## config.mk

```make
export PLATFORM = sky130hd
export DESIGN_NAME = serial_rf_top
export DESIGN_NICKNAME = d
export VERILOG_FILES = /design/src/hdl/rf_pkg.sv /design/src/hdl/wb_pkg.sv /design/src/hdl/rf_ram_if.sv /design/src/hdl/rf_ram.sv /design/src/hdl/rf_serdes.sv /design/src/hdl/rf_op_ctrl.sv /design/src/hdl/serial_rf_top.sv
export VERILOG_INCLUDE_DIRS = /design/src /design/src/hdl
export SDC_FILE = /design/constraint.sdc
export NUM_CORES = 2
export LEC_CHECK = 0
export ABC_AREA = 1
export ABC_CLOCK_PERIOD_IN_PS = 6150
export BUFFER_PORTS_ARGS = -buffer_cell sky130_fd_sc_hd__buf_2
export CAP_MARGIN = 20
export CELL_PAD_IN_SITES_DETAIL_PLACEMENT = 0
export CELL_PAD_IN_SITES_GLOBAL_PLACEMENT = 1
export CORE_MARGIN = 2
export CORE_UTILIZATION = 51
export DETAILED_ROUTE_END_ITERATION = 10
export GPL_TIMING_DRIVEN = 0
export PLACE_DENSITY_LB_ADDON = 0.1
export SKIP_LAST_GASP = 1
export SLEW_MARGIN = 10
export SYNTH_ARGS = -nofsm -noshare
export SYNTH_HDL_FRONTEND = slang
export SYNTH_SLANG_ARGS = --single-unit
```

## constraint.sdc

```tcl
create_clock -name i_clk -period 6.15 [get_ports i_clk]
set_input_delay 0.3075 -clock i_clk [delete_from_list [all_inputs] [get_ports i_clk]]
set_output_delay 0.3075 -clock i_clk [all_outputs]
set_load 0.02 [all_outputs]
```

## src/hdl/rf_config.svh

```systemverilog
`ifndef RF_CONFIG_SVH
`define RF_CONFIG_SVH

// Bits moved per cycle on each serial channel
`define RF_W 1

// SRAM data width, 8, 16 or 32
`define RF_RAM_WIDTH 8

// Extra slots placed after the 32 general registers
`define RF_CSR_REGS 4

// Register length in bits
`define RF_XLEN 32

`endif

```

## src/hdl/rf_pkg.sv

```systemverilog
`include "rf_config.svh"

package rf_pkg;

   localparam int RF_RAW = $clog2(32 + `RF_CSR_REGS);   // Register index width
   localparam int RF_L2W = $clog2(`RF_RAM_WIDTH);
   // Register index plus byte-within-register count
   localparam int RF_AW  = $clog2(`RF_XLEN) + RF_RAW - RF_L2W;

   typedef logic [RF_RAW-1:0]        rf_reg_t;
   typedef logic [RF_AW-1:0]         rf_addr_t;
   typedef logic [`RF_RAM_WIDTH-1:0] rf_ram_data_t;

   typedef enum logic [1:0] {
      RF_OP_NONE  = 2'd0,
      RF_OP_READ  = 2'd1,
      RF_OP_WRITE = 2'd2
   } rf_op_e;

   // Read pair command
   typedef struct packed {
      rf_op_e                          op;
      logic [`RF_XLEN-2*RF_RAW-3:0]    pad;
      rf_reg_t                         rreg1;
      rf_reg_t                         rreg0;
   } rf_rd_cmd_t;

   // Write pair command, enables sit just above the register numbers
   typedef struct packed {
      rf_op_e                          op;
      logic [`RF_XLEN-2*RF_RAW-5:0]    pad;
      logic                            wen1;
      logic                            wen0;
      rf_reg_t                         wreg1;
      rf_reg_t                         wreg0;
   } rf_wr_cmd_t;

   // Same word, op in the top bits picks the view
   typedef union packed {
      rf_rd_cmd_t rd;
      rf_wr_cmd_t wr;
   } rf_cmd_u;

endpackage

```

## src/hdl/wb_pkg.sv

```systemverilog
package wb_pkg;

   // Word addresses on the slave port
   typedef enum logic [1:0] {
      WB_DATA0 = 2'd0,   // Operand 0 on write, result 0 on read
      WB_DATA1 = 2'd1,   // Operand 1 on write, result 1 on read
      WB_CMD   = 2'd2,   // Write starts an operation
      WB_ID    = 2'd3    // Read only
   } wb_addr_e;

   typedef logic [31:0] wb_word_t;

   // Reads back as "SRF1"
   localparam wb_word_t WB_ID_VALUE = 32'h5352_4631;

endpackage

```

## src/hdl/rf_ram_if.sv

```systemverilog
`timescale 1ns/1ps
`include "rf_config.svh"

module rf_ram_if
   import rf_pkg::*;
(
   input  logic               i_clk,
   input  logic               i_rst,
   // Serial side
   input  logic               i_wreq,
   input  logic               i_rreq,
   output logic               o_ready,
   input  rf_reg_t            i_wreg0,
   input  rf_reg_t            i_wreg1,
   input  logic               i_wen0,
   input  logic               i_wen1,
   input  logic [`RF_W-1:0]   i_wdata0,
   input  logic [`RF_W-1:0]   i_wdata1,
   input  rf_reg_t            i_rreg0,
   input  rf_reg_t            i_rreg1,
   output logic [`RF_W-1:0]   o_rdata0,
   output logic [`RF_W-1:0]   o_rdata1,
   // SRAM side
   output rf_addr_t           o_waddr,
   output rf_ram_data_t       o_wdata,
   output logic               o_wen,
   output rf_addr_t           o_raddr,
   output logic               o_ren,
   input  rf_ram_data_t       i_rdata
);

   localparam int W     = `RF_W;
   localparam int WIDTH = `RF_RAM_WIDTH;
   localparam int RATIO = WIDTH / W;       // Serial cycles per SRAM word
   localparam int CMSB  = 4 - $clog2(W);   // Cycle counter MSB
   localparam int L2R   = $clog2(RATIO);

   logic [CMSB:0]      rcnt;       // Shared cycle counter
   logic [CMSB:0]      wcnt;       // Write view of the counter, trails by 4
   logic               rgnt;
   logic               rreq_r;
   logic               rgate;
   logic               rtrig0;
   logic               rtrig1;
   logic               wtrig0;
   logic               wtrig1;
   logic               wtrig0_r;
   logic               wen0_r;
   logic               wen1_r;
   logic [WIDTH-1:0]   wdata0_r;
   logic [WIDTH+W-1:0] wdata1_r;   // One extra slot since channel 1 lands a cycle later
   logic [WIDTH-1:0]   rdata0;
   logic [WIDTH-W-1:0] rdata1;
   rf_reg_t            wreg;
   rf_reg_t            rreg;

   // Writes are granted at once, reads after the first fetch is under way
   assign o_ready = rgnt | i_wreq;

   assign wcnt   = rcnt - 4;
   assign wtrig0 = rtrig1;
   assign wtrig1 = wtrig0_r;

   assign o_wdata = wtrig1 ? wdata1_r[WIDTH-1:0] : wdata0_r;
   assign wreg    = wtrig1 ? i_wreg1 : i_wreg0;
   assign o_wen   = (wtrig0 & wen0_r) | (wtrig1 & wen1_r);

   // Channel 0 fetched one cycle, channel 1 the next
   assign rtrig0 = (rcnt[L2R-1:0] == 1);
   assign rreg   = rtrig0 ? i_rreg1 : i_rreg0;
   assign o_ren  = rgate & (rcnt[L2R-1:1] == '0);

   assign o_rdata0 = rdata0[W-1:0];
   // First bit of channel 1 taken straight off the RAM
   assign o_rdata1 = rtrig1 ? i_rdata[W-1:0] : rdata1[W-1:0];

   generate
      if (WIDTH == 32) begin : gen_addr_word
         assign o_waddr = wreg;     // One word per register
         assign o_raddr = rreg;
      end else begin : gen_addr_part
         assign o_waddr = {wreg, wcnt[CMSB:L2R]};
         assign o_raddr = {rreg, rcnt[CMSB:L2R]};
      end
   endgenerate

   // Gather incoming bits, enables sampled every other cycle
   always_ff @(posedge i_clk) begin
      wtrig0_r <= wtrig0;
      if (wcnt[0]) begin
         wen0_r <= i_wen0;
         wen1_r <= i_wen1;
      end
      wdata0_r <= {i_wdata0, wdata0_r[WIDTH-1:W]};
      wdata1_r <= {i_wdata1, wdata1_r[WIDTH+W-1:W]};
   end

   // Prefetched words shifted out LSB first
   always_ff @(posedge i_clk) begin
      rtrig1 <= rtrig0;
      rdata0 <= {{W{1'b0}}, rdata0[WIDTH-1:W]};
      if (rtrig0) begin
         rdata0 <= i_rdata;
      end
      rdata1 <= {{W{1'b0}}, rdata1[WIDTH-W-1:W]};
      if (rtrig1) begin
         rdata1 <= i_rdata[WIDTH-1:W];
      end
   end

   always_ff @(posedge i_clk) begin
      if (i_rst) begin
         rcnt   <= '0;
         rgate  <= 1'b0;
         rreq_r <= 1'b0;
         rgnt   <= 1'b0;
      end else begin
         rcnt <= rcnt + 1'b1;
         // Writes start at 2 to absorb the gather delay
         if (i_rreq | i_wreq) begin
            rcnt <= {{(CMSB-1){1'b0}}, i_wreq, 1'b0};
         end
         if ((&rcnt) | i_rreq) begin
            rgate <= i_rreq;   // Drops after the last fetch
         end
         rreq_r <= i_rreq;
         rgnt   <= rreq_r;
      end
   end

endmodule

```

## src/hdl/rf_ram.sv

```systemverilog
`timescale 1ns/1ps

module rf_ram
   import rf_pkg::*;
(
   input  logic         i_clk,
   input  rf_addr_t     i_waddr,
   input  rf_ram_data_t i_wdata,
   input  logic         i_wen,
   input  rf_addr_t     i_raddr,
   input  logic         i_ren,
   output rf_ram_data_t o_rdata
);

   localparam int DEPTH = 1 << $bits(rf_addr_t);

   rf_ram_data_t mem [DEPTH];

   always_ff @(posedge i_clk) begin
      if (i_wen) begin
         mem[i_waddr] <= i_wdata;
      end
      // Same address read sees the old word
      if (i_ren) begin
         o_rdata <= mem[i_raddr];
      end
   end

endmodule

```

## src/hdl/rf_serdes.sv

```systemverilog
`timescale 1ns/1ps
`include "rf_config.svh"

module rf_serdes (
   input  logic                 i_clk,
   input  logic                 i_rst,
   input  logic                 i_start,
   input  logic                 i_dir,     // 1 write, 0 read
   input  logic [`RF_XLEN-1:0]  i_op0,
   input  logic [`RF_XLEN-1:0]  i_op1,
   output logic                 o_wreq,
   output logic                 o_rreq,
   input  logic                 i_ready,
   output logic [`RF_W-1:0]     o_wdata0,
   output logic [`RF_W-1:0]     o_wdata1,
   input  logic [`RF_W-1:0]     i_rdata0,
   input  logic [`RF_W-1:0]     i_rdata1,
   output logic [`RF_XLEN-1:0]  o_res0,
   output logic [`RF_XLEN-1:0]  o_res1,
   output logic                 o_done
);

   localparam int W     = `RF_W;
   localparam int XLEN  = `RF_XLEN;
   localparam int NBEAT = XLEN / W;
   localparam int CW    = $clog2(NBEAT);

   localparam logic [1:0] ST_IDLE = 2'd0;
   localparam logic [1:0] ST_WAIT = 2'd1;   // Request out, waiting for ready
   localparam logic [1:0] ST_RUN  = 2'd2;

   logic [1:0]      state;
   logic [CW-1:0]   cnt;
   // One register per channel, operand leaves at the bottom as results enter at the top
   logic [XLEN-1:0] sh0;
   logic [XLEN-1:0] sh1;

   assign o_wdata0 = sh0[W-1:0];
   assign o_wdata1 = sh1[W-1:0];
   assign o_res0   = sh0;
   assign o_res1   = sh1;

   always_ff @(posedge i_clk) begin
      if (i_rst) begin
         state  <= ST_IDLE;
         cnt    <= '0;
         o_wreq <= 1'b0;
         o_rreq <= 1'b0;
         o_done <= 1'b0;
      end else begin
         o_wreq <= 1'b0;
         o_rreq <= 1'b0;
         o_done <= 1'b0;
         case (state)
            ST_IDLE: begin
               if (i_start) begin
                  o_wreq <= i_dir;
                  o_rreq <= ~i_dir;
                  state  <= ST_WAIT;
               end
            end
            ST_WAIT: begin
               if (i_ready) begin
                  cnt   <= '0;
                  state <= ST_RUN;
               end
            end
            ST_RUN: begin
               cnt <= cnt + 1'b1;
               if (cnt == CW'(NBEAT - 1)) begin
                  o_done <= 1'b1;
                  state  <= ST_IDLE;
               end
            end
            default: state <= ST_IDLE;
         endcase
      end
   end

   always_ff @(posedge i_clk) begin
      if (i_start) begin
         sh0 <= i_op0;
         sh1 <= i_op1;
      end else if (state == ST_RUN) begin
         sh0 <= {i_rdata0, sh0[XLEN-1:W]};   // LSB first both ways
         sh1 <= {i_rdata1, sh1[XLEN-1:W]};
      end
   end

endmodule

```

## src/hdl/rf_op_ctrl.sv

```systemverilog
`timescale 1ns/1ps
`include "rf_config.svh"

module rf_op_ctrl
   import rf_pkg::*, wb_pkg::*;
(
   input  logic                 i_clk,
   input  logic                 i_rst,
   // Wishbone classic slave
   input  logic                 i_wb_cyc,
   input  logic                 i_wb_stb,
   input  logic                 i_wb_we,
   input  logic [1:0]           i_wb_adr,
   input  wb_word_t             i_wb_dat,
   output wb_word_t             o_wb_dat,
   output logic                 o_wb_ack,
   // Serial engine
   output logic                 o_start,
   output logic                 o_dir,
   output logic [`RF_XLEN-1:0]  o_op0,
   output logic [`RF_XLEN-1:0]  o_op1,
   input  logic [`RF_XLEN-1:0]  i_res0,
   input  logic [`RF_XLEN-1:0]  i_res1,
   input  logic                 i_done,
   // Register selection, held for the whole operation
   output rf_reg_t              o_wreg0,
   output rf_reg_t              o_wreg1,
   output logic                 o_wen0,
   output logic                 o_wen1,
   output rf_reg_t              o_rreg0,
   output rf_reg_t              o_rreg1
);

   localparam logic [1:0] ST_IDLE = 2'd0;
   localparam logic [1:0] ST_BUSY = 2'd1;   // Serial op running, ack withheld
   localparam logic [1:0] ST_RESP = 2'd2;   // Ack cycle

   logic [1:0]          state;
   rf_cmd_u             cmd;       // Last command written
   rf_cmd_u             new_cmd;
   logic [`RF_XLEN-1:0] res0;
   logic [`RF_XLEN-1:0] res1;
   logic                req;
   logic                cmd_wr;
   logic                cmd_run;
   logic                busy;

   assign new_cmd = i_wb_dat;
   assign busy    = (state == ST_BUSY);

   // Fresh access only, ack cycle excluded
   assign req     = i_wb_cyc & i_wb_stb & ~o_wb_ack & (state == ST_IDLE);
   assign cmd_wr  = req & i_wb_we & (i_wb_adr == WB_CMD);
   assign cmd_run = cmd_wr & ((new_cmd.rd.op == RF_OP_READ) | (new_cmd.rd.op == RF_OP_WRITE));

   assign o_dir = (cmd.wr.op == RF_OP_WRITE);

   always_comb begin
      o_wreg0 = '0;
      o_wreg1 = '0;
      o_wen0  = 1'b0;
      o_wen1  = 1'b0;
      o_rreg0 = '0;
      o_rreg1 = '0;
      case (cmd.rd.op)
         RF_OP_READ: begin
            o_rreg0 = cmd.rd.rreg0;
            o_rreg1 = cmd.rd.rreg1;
         end
         RF_OP_WRITE: begin
            o_wreg0 = cmd.wr.wreg0;
            o_wreg1 = cmd.wr.wreg1;
            o_wen0  = cmd.wr.wen0 & busy;   // No stray byte writes once done
            o_wen1  = cmd.wr.wen1 & busy;
         end
         default: ;
      endcase
   end

   always_ff @(posedge i_clk) begin
      if (i_rst) begin
         state    <= ST_IDLE;
         o_wb_ack <= 1'b0;
         o_start  <= 1'b0;
         cmd      <= '0;
      end else begin
         o_wb_ack <= 1'b0;
         o_start  <= 1'b0;
         if (cmd_wr) begin
            cmd <= new_cmd;
         end
         case (state)
            ST_IDLE: begin
               if (cmd_run) begin
                  o_start <= 1'b1;
                  state   <= ST_BUSY;
               end else if (req) begin
                  o_wb_ack <= 1'b1;   // Includes op NONE
               end
            end
            ST_BUSY: begin
               if (i_done) begin
                  o_wb_ack <= 1'b1;
                  state    <= ST_RESP;
               end
            end
            ST_RESP: state <= ST_IDLE;
            default: state <= ST_IDLE;
         endcase
      end
   end

   // Host writes to DATAx set both operand and readback, a read op replaces the readback
   always_ff @(posedge i_clk) begin
      if (req) begin
         case (i_wb_adr)
            WB_DATA0: begin
               if (i_wb_we) begin
                  o_op0 <= i_wb_dat;
                  res0  <= i_wb_dat;
               end
               o_wb_dat <= res0;
            end
            WB_DATA1: begin
               if (i_wb_we) begin
                  o_op1 <= i_wb_dat;
                  res1  <= i_wb_dat;
               end
               o_wb_dat <= res1;
            end
            WB_CMD:  o_wb_dat <= cmd;
            default: o_wb_dat <= WB_ID_VALUE;
         endcase
      end
      if (busy & i_done & (cmd.rd.op == RF_OP_READ)) begin
         res0 <= i_res0;
         res1 <= i_res1;
      end
   end

endmodule

```

## src/hdl/serial_rf_top.sv

```systemverilog
`timescale 1ns/1ps
`include "rf_config.svh"

module serial_rf_top
   import rf_pkg::*, wb_pkg::*;
(
   input  logic       i_clk,
   input  logic       i_rst,
   input  logic       i_wb_cyc,
   input  logic       i_wb_stb,
   input  logic       i_wb_we,
   input  logic [1:0] i_wb_adr,
   input  wb_word_t   i_wb_dat,
   output wb_word_t   o_wb_dat,
   output logic       o_wb_ack
);

   // Controller to serdes
   logic                start;
   logic                dir;
   logic                done;
   logic [`RF_XLEN-1:0] op0;
   logic [`RF_XLEN-1:0] op1;
   logic [`RF_XLEN-1:0] res0;
   logic [`RF_XLEN-1:0] res1;

   // Serial channels
   logic                wreq;
   logic                rreq;
   logic                ready;
   logic [`RF_W-1:0]    wdata0;
   logic [`RF_W-1:0]    wdata1;
   logic [`RF_W-1:0]    rdata0;
   logic [`RF_W-1:0]    rdata1;

   // Register selection
   rf_reg_t             wreg0;
   rf_reg_t             wreg1;
   rf_reg_t             rreg0;
   rf_reg_t             rreg1;
   logic                wen0;
   logic                wen1;

   // SRAM port pair
   rf_addr_t            waddr;
   rf_addr_t            raddr;
   rf_ram_data_t        ram_wdata;
   rf_ram_data_t        ram_rdata;
   logic                ram_wen;
   logic                ram_ren;

   rf_op_ctrl u_ctrl (
      .i_clk    (i_clk),
      .i_rst    (i_rst),
      .i_wb_cyc (i_wb_cyc),
      .i_wb_stb (i_wb_stb),
      .i_wb_we  (i_wb_we),
      .i_wb_adr (i_wb_adr),
      .i_wb_dat (i_wb_dat),
      .o_wb_dat (o_wb_dat),
      .o_wb_ack (o_wb_ack),
      .o_start  (start),
      .o_dir    (dir),
      .o_op0    (op0),
      .o_op1    (op1),
      .i_res0   (res0),
      .i_res1   (res1),
      .i_done   (done),
      .o_wreg0  (wreg0),
      .o_wreg1  (wreg1),
      .o_wen0   (wen0),
      .o_wen1   (wen1),
      .o_rreg0  (rreg0),
      .o_rreg1  (rreg1)
   );

   rf_serdes u_serdes (
      .i_clk    (i_clk),
      .i_rst    (i_rst),
      .i_start  (start),
      .i_dir    (dir),
      .i_op0    (op0),
      .i_op1    (op1),
      .o_wreq   (wreq),
      .o_rreq   (rreq),
      .i_ready  (ready),
      .o_wdata0 (wdata0),
      .o_wdata1 (wdata1),
      .i_rdata0 (rdata0),
      .i_rdata1 (rdata1),
      .o_res0   (res0),
      .o_res1   (res1),
      .o_done   (done)
   );

   rf_ram_if u_ram_if (
      .i_clk    (i_clk),
      .i_rst    (i_rst),
      .i_wreq   (wreq),
      .i_rreq   (rreq),
      .o_ready  (ready),
      .i_wreg0  (wreg0),
      .i_wreg1  (wreg1),
      .i_wen0   (wen0),
      .i_wen1   (wen1),
      .i_wdata0 (wdata0),
      .i_wdata1 (wdata1),
      .i_rreg0  (rreg0),
      .i_rreg1  (rreg1),
      .o_rdata0 (rdata0),
      .o_rdata1 (rdata1),
      .o_waddr  (waddr),
      .o_wdata  (ram_wdata),
      .o_wen    (ram_wen),
      .o_raddr  (raddr),
      .o_ren    (ram_ren),
      .i_rdata  (ram_rdata)
   );

   rf_ram u_ram (
      .i_clk    (i_clk),
      .i_waddr  (waddr),
      .i_wdata  (ram_wdata),
      .i_wen    (ram_wen),
      .i_raddr  (raddr),
      .i_ren    (ram_ren),
      .o_rdata  (ram_rdata)
   );

endmodule

```

## Yosys cells after proc, flatten, opt, wreduce, memory -nomap -nowiden

Memory sizes are Yosys's and may differ from the RTL's. A register that Yosys moved wholly into a read port is not among the register bits.
Cells that the tools add are included.

| storage, ports and cells | value |
|---|---|
| memories kept | 1 |
| memory bits (writable) | 2048 |
| output and inout port bits | 33 |
| register bits after elaboration | 314 |
| logic and storage cells | 137 |
| input port bits | 39 |

Memories:

| name | words | bits a word | read ports | clocked after Yosys merged registers in | wr ports | line | RTL |
|---|---|---|---|---|---|---|---|
| u_ram.mem | 256 | 8 | 1 | 1 | 1 | rf_ram.sv:17 | `rf_ram_data_t mem [DEPTH];` |

| cells by class | value |
|---|---|
| reductions and logical operators | 22 |
| mux-type cells | 40 |
| add/subtract/negate cells | 3 |
| equality and inequality tests | 16 |
| bitwise operators | 24 |

Operators with widths:

| cell | count |
|---|---|
| $mux W32 | 11 |
| $pmux W32 S3 | 1 |
| $mux W6 | 7 |
| $reduce_and A3 Y1 | 5 |
| $and A1 B1 Y1 | 13 |
| $mux W2 | 6 |
| $reduce_bool A2 Y1 | 6 |
| $add A5 B1 Y5 const B | 2 |
| $eq A2 B1 Y1 const B | 5 |
| $pmux W5 S2 | 1 |
| $eq A2 B2 Y1 const B | 4 |
| $logic_not A2 Y1 | 4 |
| $mux W1 | 8 |
| $mux W8 | 1 |
| $mux W7 | 1 |
| $ne A2 B1 Y1 const B | 3 |
| $not A1 Y1 | 6 |
| $pmux W2 S3 | 1 |
| $reduce_or A2 Y1 | 3 |
| $eq A5 B5 Y1 const B | 1 |
| $mux W5 | 1 |
| $or A1 B1 Y1 | 5 |
| $reduce_and A5 Y1 | 1 |
| $sub A5 B3 Y5 const B | 1 |
| 6 further kinds | 8 |

## Depth between registers and ports, before layout

| logic depth | value |
|---|---|
| depth in word-level cells | 8 |
| gate-level depth with buffers | 15 |
| mapped depth without buffers | 13 |

## Hierarchy

Synthesis repeated with hierarchy kept, for this count alone.

| second synthesis, totals | value |
|---|---|
| cells, all modules | 8214 |
| area, all modules | 96088.4 sq um |

Modules (own cells, without submodules):

| module | instances | area an instance (sq um) | cells each |
|---|---|---|---|
| rf_ram | 1 | 83476.3 | 7003 |
| rf_op_ctrl | 1 | 7770.0 | 689 |
| rf_serdes | 1 | 3215.6 | 325 |
| rf_ram_if | 1 | 1626.6 | 197 |

## Worst setup path before layout

Ideal clock, no wire load.

| timing | value |
|---|---|
| path kind | reg2reg |
| from | register u_ctrl.o_wb_ack |
| to | register u_ctrl.res0[0] (enable) |
| library setup time | 0.466 ns |
| clock period less this slack | 5.553 ns |
| arrival time | 5.088 ns |
| data required time | 5.684 ns |
| setup slack | 0.597 ns |
| cell stages (with the launch flop) | 4 |
| path through | dfxtp_1 -> nor4_2 -> nand2_1 -> o21ai_0 |

| on the way | value |
|---|---|
| longest elaborated chain between the ends | 5 |

RTL lines:

| element | line | RTL |
|---|---|---|
| start: declaration | rf_op_ctrl.sv:16 | `output logic o_wb_ack,` |
| start signal: assignment | rf_op_ctrl.sv:83 | `o_wb_ack <= 1'b0;` |
| start signal: assignment | rf_op_ctrl.sv:87 | `o_wb_ack <= 1'b0;` |
| start signal: assignment | rf_op_ctrl.sv:98 | `o_wb_ack <= 1'b1;` |
| $not A1 Y1 | rf_op_ctrl.sv:52 | `assign req = i_wb_cyc & i_wb_stb & ~o_wb_ack & (state == ST_IDLE);` |
| $and A1 B1 Y1 (2 in series) | rf_op_ctrl.sv:52 |  |
| via u_ctrl.req | rf_op_ctrl.sv:43 | `logic req;` |
| $reduce_bool A2 Y1 (no line) | - |  |
| $reduce_and A3 Y1 (no line) | - |  |
| end signal: assignment | rf_op_ctrl.sv:120 | `res0 <= i_wb_dat;` |
| end signal: assignment | rf_op_ctrl.sv:136 | `res0 <= i_res0;` |
| end: declaration | rf_op_ctrl.sv:41 | `` logic [`RF_XLEN-1:0] res0; `` |

The timed path passes the listed nets, and every way through them passes these cells.
A chain may end at the register's enable or synchronous reset.

## Final worst setup path

| timing | value |
|---|---|
| from | register u_ram_if.rcnt[3] |
| to | memory u_ram.mem[189][4] (netlist name) (enable) |

| on the way | value |
|---|---|
| longest elaborated chain between the ends | 1 |

RTL lines:

| element | line | RTL |
|---|---|---|
| start: declaration | rf_ram_if.sv:38 | `logic [CMSB:0] rcnt;` |
| start signal: assignment | rf_ram_if.sv:118 | `rcnt <= rcnt + 1'b1;` |
| start signal: assignment | rf_ram_if.sv:121 | `rcnt <= {{(CMSB-1){1'b0}}, i_wreq, 1'b0};` |
| $sub A5 B3 Y5 | rf_ram_if.sv:60 | `assign wcnt = rcnt - 4;` |
| end: declaration | rf_ram.sv:17 |  |

Every way passes these cells.

==> run summary <==
GRT
------------------------------------------------------------------------------------------
Initial antenna violation count                                                         32
Vias in the first global route                                                      62,900
Residual overflow from global routing                                                    0
Overall Global Routing Usage                                                         0.332
Largest net degree at the start of global routing                                       73
Global-route wire length before repair                                              450 mm

STA
------------------------------------------------------------------------------------------
Hold slack                                                                          211 ps
Final TNS setup                                                                       0 ps
Tightest slew margin relative to the limit                                           0.162
Final clock period utilization by the worst path                                     0.968
Final number of setup-violating endpoints                                                0
Final max-slew violation count                                                           0
Count of final hold-check violations                                                     0
Setup repair after global routing missed its margin                                  false
Clock skew after layout                                                            30.0 ps
Period minus WS final                                                              5950 ps
Highest clock frequency the design can meet                                      0.168 GHz
Worst-margin pin slew                                                              1250 ps

DIE
------------------------------------------------------------------------------------------
Effective utilization at floorplan                                                   0.514
Area enclosed by the die boundary                                               0.193 mm^2
FP Rows                                                                                159
DIE HEIGHT                                                                          439 um
Total core area                                                                 0.188 mm^2
I/O pin cnt                                                                             72
Die X                                                                               439 um

PLACEMENT
------------------------------------------------------------------------------------------
Quantity of I/O buffers inserted on ports                                               70
Cell area after placement                                                       0.101 mm^2
Final estimated routing congestion in global placement                                1.05
Final HPWL from detailed placement                                                  228 mm

CTS
------------------------------------------------------------------------------------------
Clk buf depth                                                                            3
Sink count of the clock tree                                                         2,370
Number of resized instances in the post-cts repair step                                  0
Cts bufs inserted                                                                      238
Clock-pin slew of the registers on the worst-case setup and hold paths               60 ps
Clock insertion delay at the later pin of the skew report                           890 ps
CTS root buffer                                                               sky130_fd_sc_hd__clkbuf_16
Level count of the clock H-tree                                                          4
CTS tree                                                                              done

SYNTH
------------------------------------------------------------------------------------------
Part of the Yosys area used for sequential elements                                  0.729
Largest cells by area after synthesis                                         sky130_fd_sc_hd__edfxtp_1 71%, sky130_fd_sc_hd__nand2_1 12%, sky130_fd_sc_hd__nand3_1 7.8%, sky130_fd_sc_hd__dfxtp_1 1.8%, sky130_fd_sc_hd__buf_2 1.7%
Xor-xnor portion of the synthesized cell area                                     0.000272
Library cells used by synthesis                                                         31
Register bit count reported by yosys                                                 2,370
Post-synthesis net count                                                             8,577
Cell with the most instances after synthesis                                  sky130_fd_sc_hd__nand2_1
Post-Synthesis Cells                                                                 8,531
Average instance area after synthesis                                            11.3 um^2
Total standard cell area after synthesis                                       0.0965 mm^2
Post-synthesis mux area share                                                            0
Top cells by count, synth                                                     3,153 x sky130_fd_sc_hd__nand2_1, 2,282 x sky130_fd_sc_hd__edfxtp_1, 1,495 x sky130_fd_sc_hd__nand3_1
Post-synthesis compound-gate area fraction                                          0.0193
Synthesis Warnings                                                                       0
Fraction of synthesis flops using an asynchronous set or reset pin                       0
Simple-gate share of the synthesized area                                            0.218
Combinational family with the most area after synthesis                       simple AND/OR/NAND/NOR gates
Synth Flop Type                                                               sky130_fd_sc_hd__edfxtp_1
EDFF count, synth                                                                    2,282
Share of synthesized cell area in full adder, half adder and majority cells       0.000908
Area fraction of the dominant cell type after synthesis                              0.710
Cell type with the highest aggregate area in the netlist                      sky130_fd_sc_hd__edfxtp_1

POWER
------------------------------------------------------------------------------------------
Total power                                                                       0.0335 W
Peak supply drop                                                                  0.267 mV
Ratio of total power to cell area                                              306 mW/mm^2
Total leakage power                                                                39.7 nW

SETUP PATH
------------------------------------------------------------------------------------------
Category of the worst setup path launch point                                    flip-flop
Worst Setup End Kind                                                             flip-flop
CP Data Required Time                                                              6640 ps
Largest fanout on the critical path                                                     10
Kind of critical path                                                           reg -> reg
Worst-case register-to-register setup slack                                         200 ps
CP arrival                                                                         6440 ps

DRT
------------------------------------------------------------------------------------------
Detailed Route WL                                                                   323 mm
Initial DRC count                                                                    9,145
Post-DRT Antenna Nets                                                                    0
Number of vias after detailed routing                                               67,800
First-pass DRT Iterations                                                                9
Number of vias per cell after detailed routing                                        5.83
Routed length per instance                                                         27.8 um
DRC Markers                                                                             12

FINAL LAYOUT
------------------------------------------------------------------------------------------
Fraction of layout cells with a size suffix above 1                                 0.0918
Area Overhead vs Synth                                                               13.3%
Final layout net count                                                               8,966
Final instance area                                                             0.109 mm^2
Fillers                                                                             15,600

OUTCOME
------------------------------------------------------------------------------------------
Run status                                                                    complete, but fails checks
Violations in the final reports                                               design-rule violations

RUN
------------------------------------------------------------------------------------------
Count of maximum capacitance violations                                                  0

HOLD PATH
------------------------------------------------------------------------------------------
Worst hold path type                                                             in -> reg

## final cells by class
| class | count | area (um^2) | area share |
|---|---|---|---|
| sequential | 2370 | 70300 | 0.643 |
| tap | 2495 | 3120 | 0.0286 |
| clock inverter | 144 | 1420 | 0.0130 |
| timing repair buffer | 149 | 1770 | 0.0162 |
| buffer | 529 | 2430 | 0.0223 |
| antenna | 10 | 25.0 | 0.000229 |
| multi-input combinational | 5428 | 23100 | 0.211 |
| inverter | 204 | 766 | 0.00701 |
| clock buffer | 302 | 6390 | 0.0585 |
## worst paths after layout
| check | cells past startpoint | endpoint | startpoint |
|---|---|---|---|
| worst max register to register | 13 | u_ram.mem[189][4]$_DFFE_PP_ | u_ram_if.rcnt[3]$_SDFF_PP0_ |
| worst min-delay path | 2 | u_ctrl.o_op0[16]$_DFFE_PP_ | i_wb_dat[16] |
| worst max-delay path | 13 | u_ram.mem[189][4]$_DFFE_PP_ | u_ram_if.rcnt[3]$_SDFF_PP0_ |
| worst min register to register | 0 | u_ram_if.wdata1_r[7]$_DFF_P_ | u_ram_if.wdata1_r[8]$_DFF_P_ |
## where the power goes
part / switching (W) / internal [W] / total (W)
Sequential: 0.0000182 / 0.0179 / 0.0179
Clock: 0.00622 / 0.00837 / 0.0146
Combinational: 0.000793 / 0.000219 / 0.00101
## worst max-delay path: stages, from the launching register on
cell,delay [ps]
sky130_fd_sc_hd__dfxtp_1,480
sky130_fd_sc_hd__inv_2,220
sky130_fd_sc_hd__buf_4,270
sky130_fd_sc_hd__buf_2,480
sky130_fd_sc_hd__clkbuf_1,580
sky130_fd_sc_hd__ha_1,270
sky130_fd_sc_hd__xnor2_1,180
sky130_fd_sc_hd__inv_1,100
sky130_fd_sc_hd__nor2_1,90
sky130_fd_sc_hd__inv_1,130
sky130_fd_sc_hd__nor2_1,400
sky130_fd_sc_hd__nand2_1,620
sky130_fd_sc_hd__buf_2,670
sky130_fd_sc_hd__nor2_1,960
## per-stage QoR
stage	util	instances	worst slack, ps
3_3_place_gp	0.532	11100	-4430
5_1_grt	0.582	11600	361
3_5_place_dp	0.538	11100	513
2_1_floorplan	-	8531	597
4_1_cts	0.582	11600	479
6_report	0.582	11600	195
## kinds of logic (layout without fill, tap and decap cells)
| logic type | Yosys count | after routing |
|---|---|---|
| adders and majority gates | 7 | 7 |
| AOI/OAI and AO/OA | 351 | 351 |
| xor gates and xnor gates | 3 | 3 |
| DFF | 2370 | 2370 |
| buffers and inverters | 733 | 1328 |
| other | 0 | 10 |
| and+or+nand+nor | 5067 | 5067 |
## cell usage in the layout (no fill, tap or decap), drive strengths merged, types with 2 or more instances in the layout
cell type    instances
a21oi               77
buf                492
bufinv              25
clkbuf             451
clkinv             108
clkinvlp             4
dfxtp               88
diode               10
dlygate4sd3         37
edfxtp            2282
ha                   7
inv                211
nand2             3153
nand3             1496
nor2               399
nor3                15
nor4                 2
o2111ai             13
o211ai              20
o21ai              238
xnor2                2
## metal layers
| metal | vias to the layer above | part of all wire | track usage |
|---|---|---|---|
| li1 | 30300 | - | - |
| met3 | 695 | 0.10 | 0.0700 |
| met1 | 33300 | 0.39 | 0.450 |
| met2 | 3557 | 0.46 | 0.519 |
| met5 | - | 0.00022 | 0 |
| met4 | 12 | 0.050 | 0.148 |
## flip-flops by register name (all words and copies together), names as in the netlist, 8 cells and up
signal             cells
u_ctrl.res1           32
u_ctrl.o_op0          32
u_ram_if.wdata0_r      8
u_serdes.o_res1       32
u_ctrl.o_op1          32
u_serdes.o_res0       32
u_ctrl.cmd            32
u_ctrl.o_wb_dat       32
u_ram.mem           2048
u_ram_if.wdata1_r      9
u_ram.o_rdata          8
u_ram_if.rdata0        8
u_ctrl.res0           32
## timing repair
action | CTS | global route
setup endpoints to repair | 0 | 0
hold endpoints to repair | 180 | 0
setup buffers | 0 | 0
hold buffers | 37 | 0
Power figures use the tool's default switching activity.
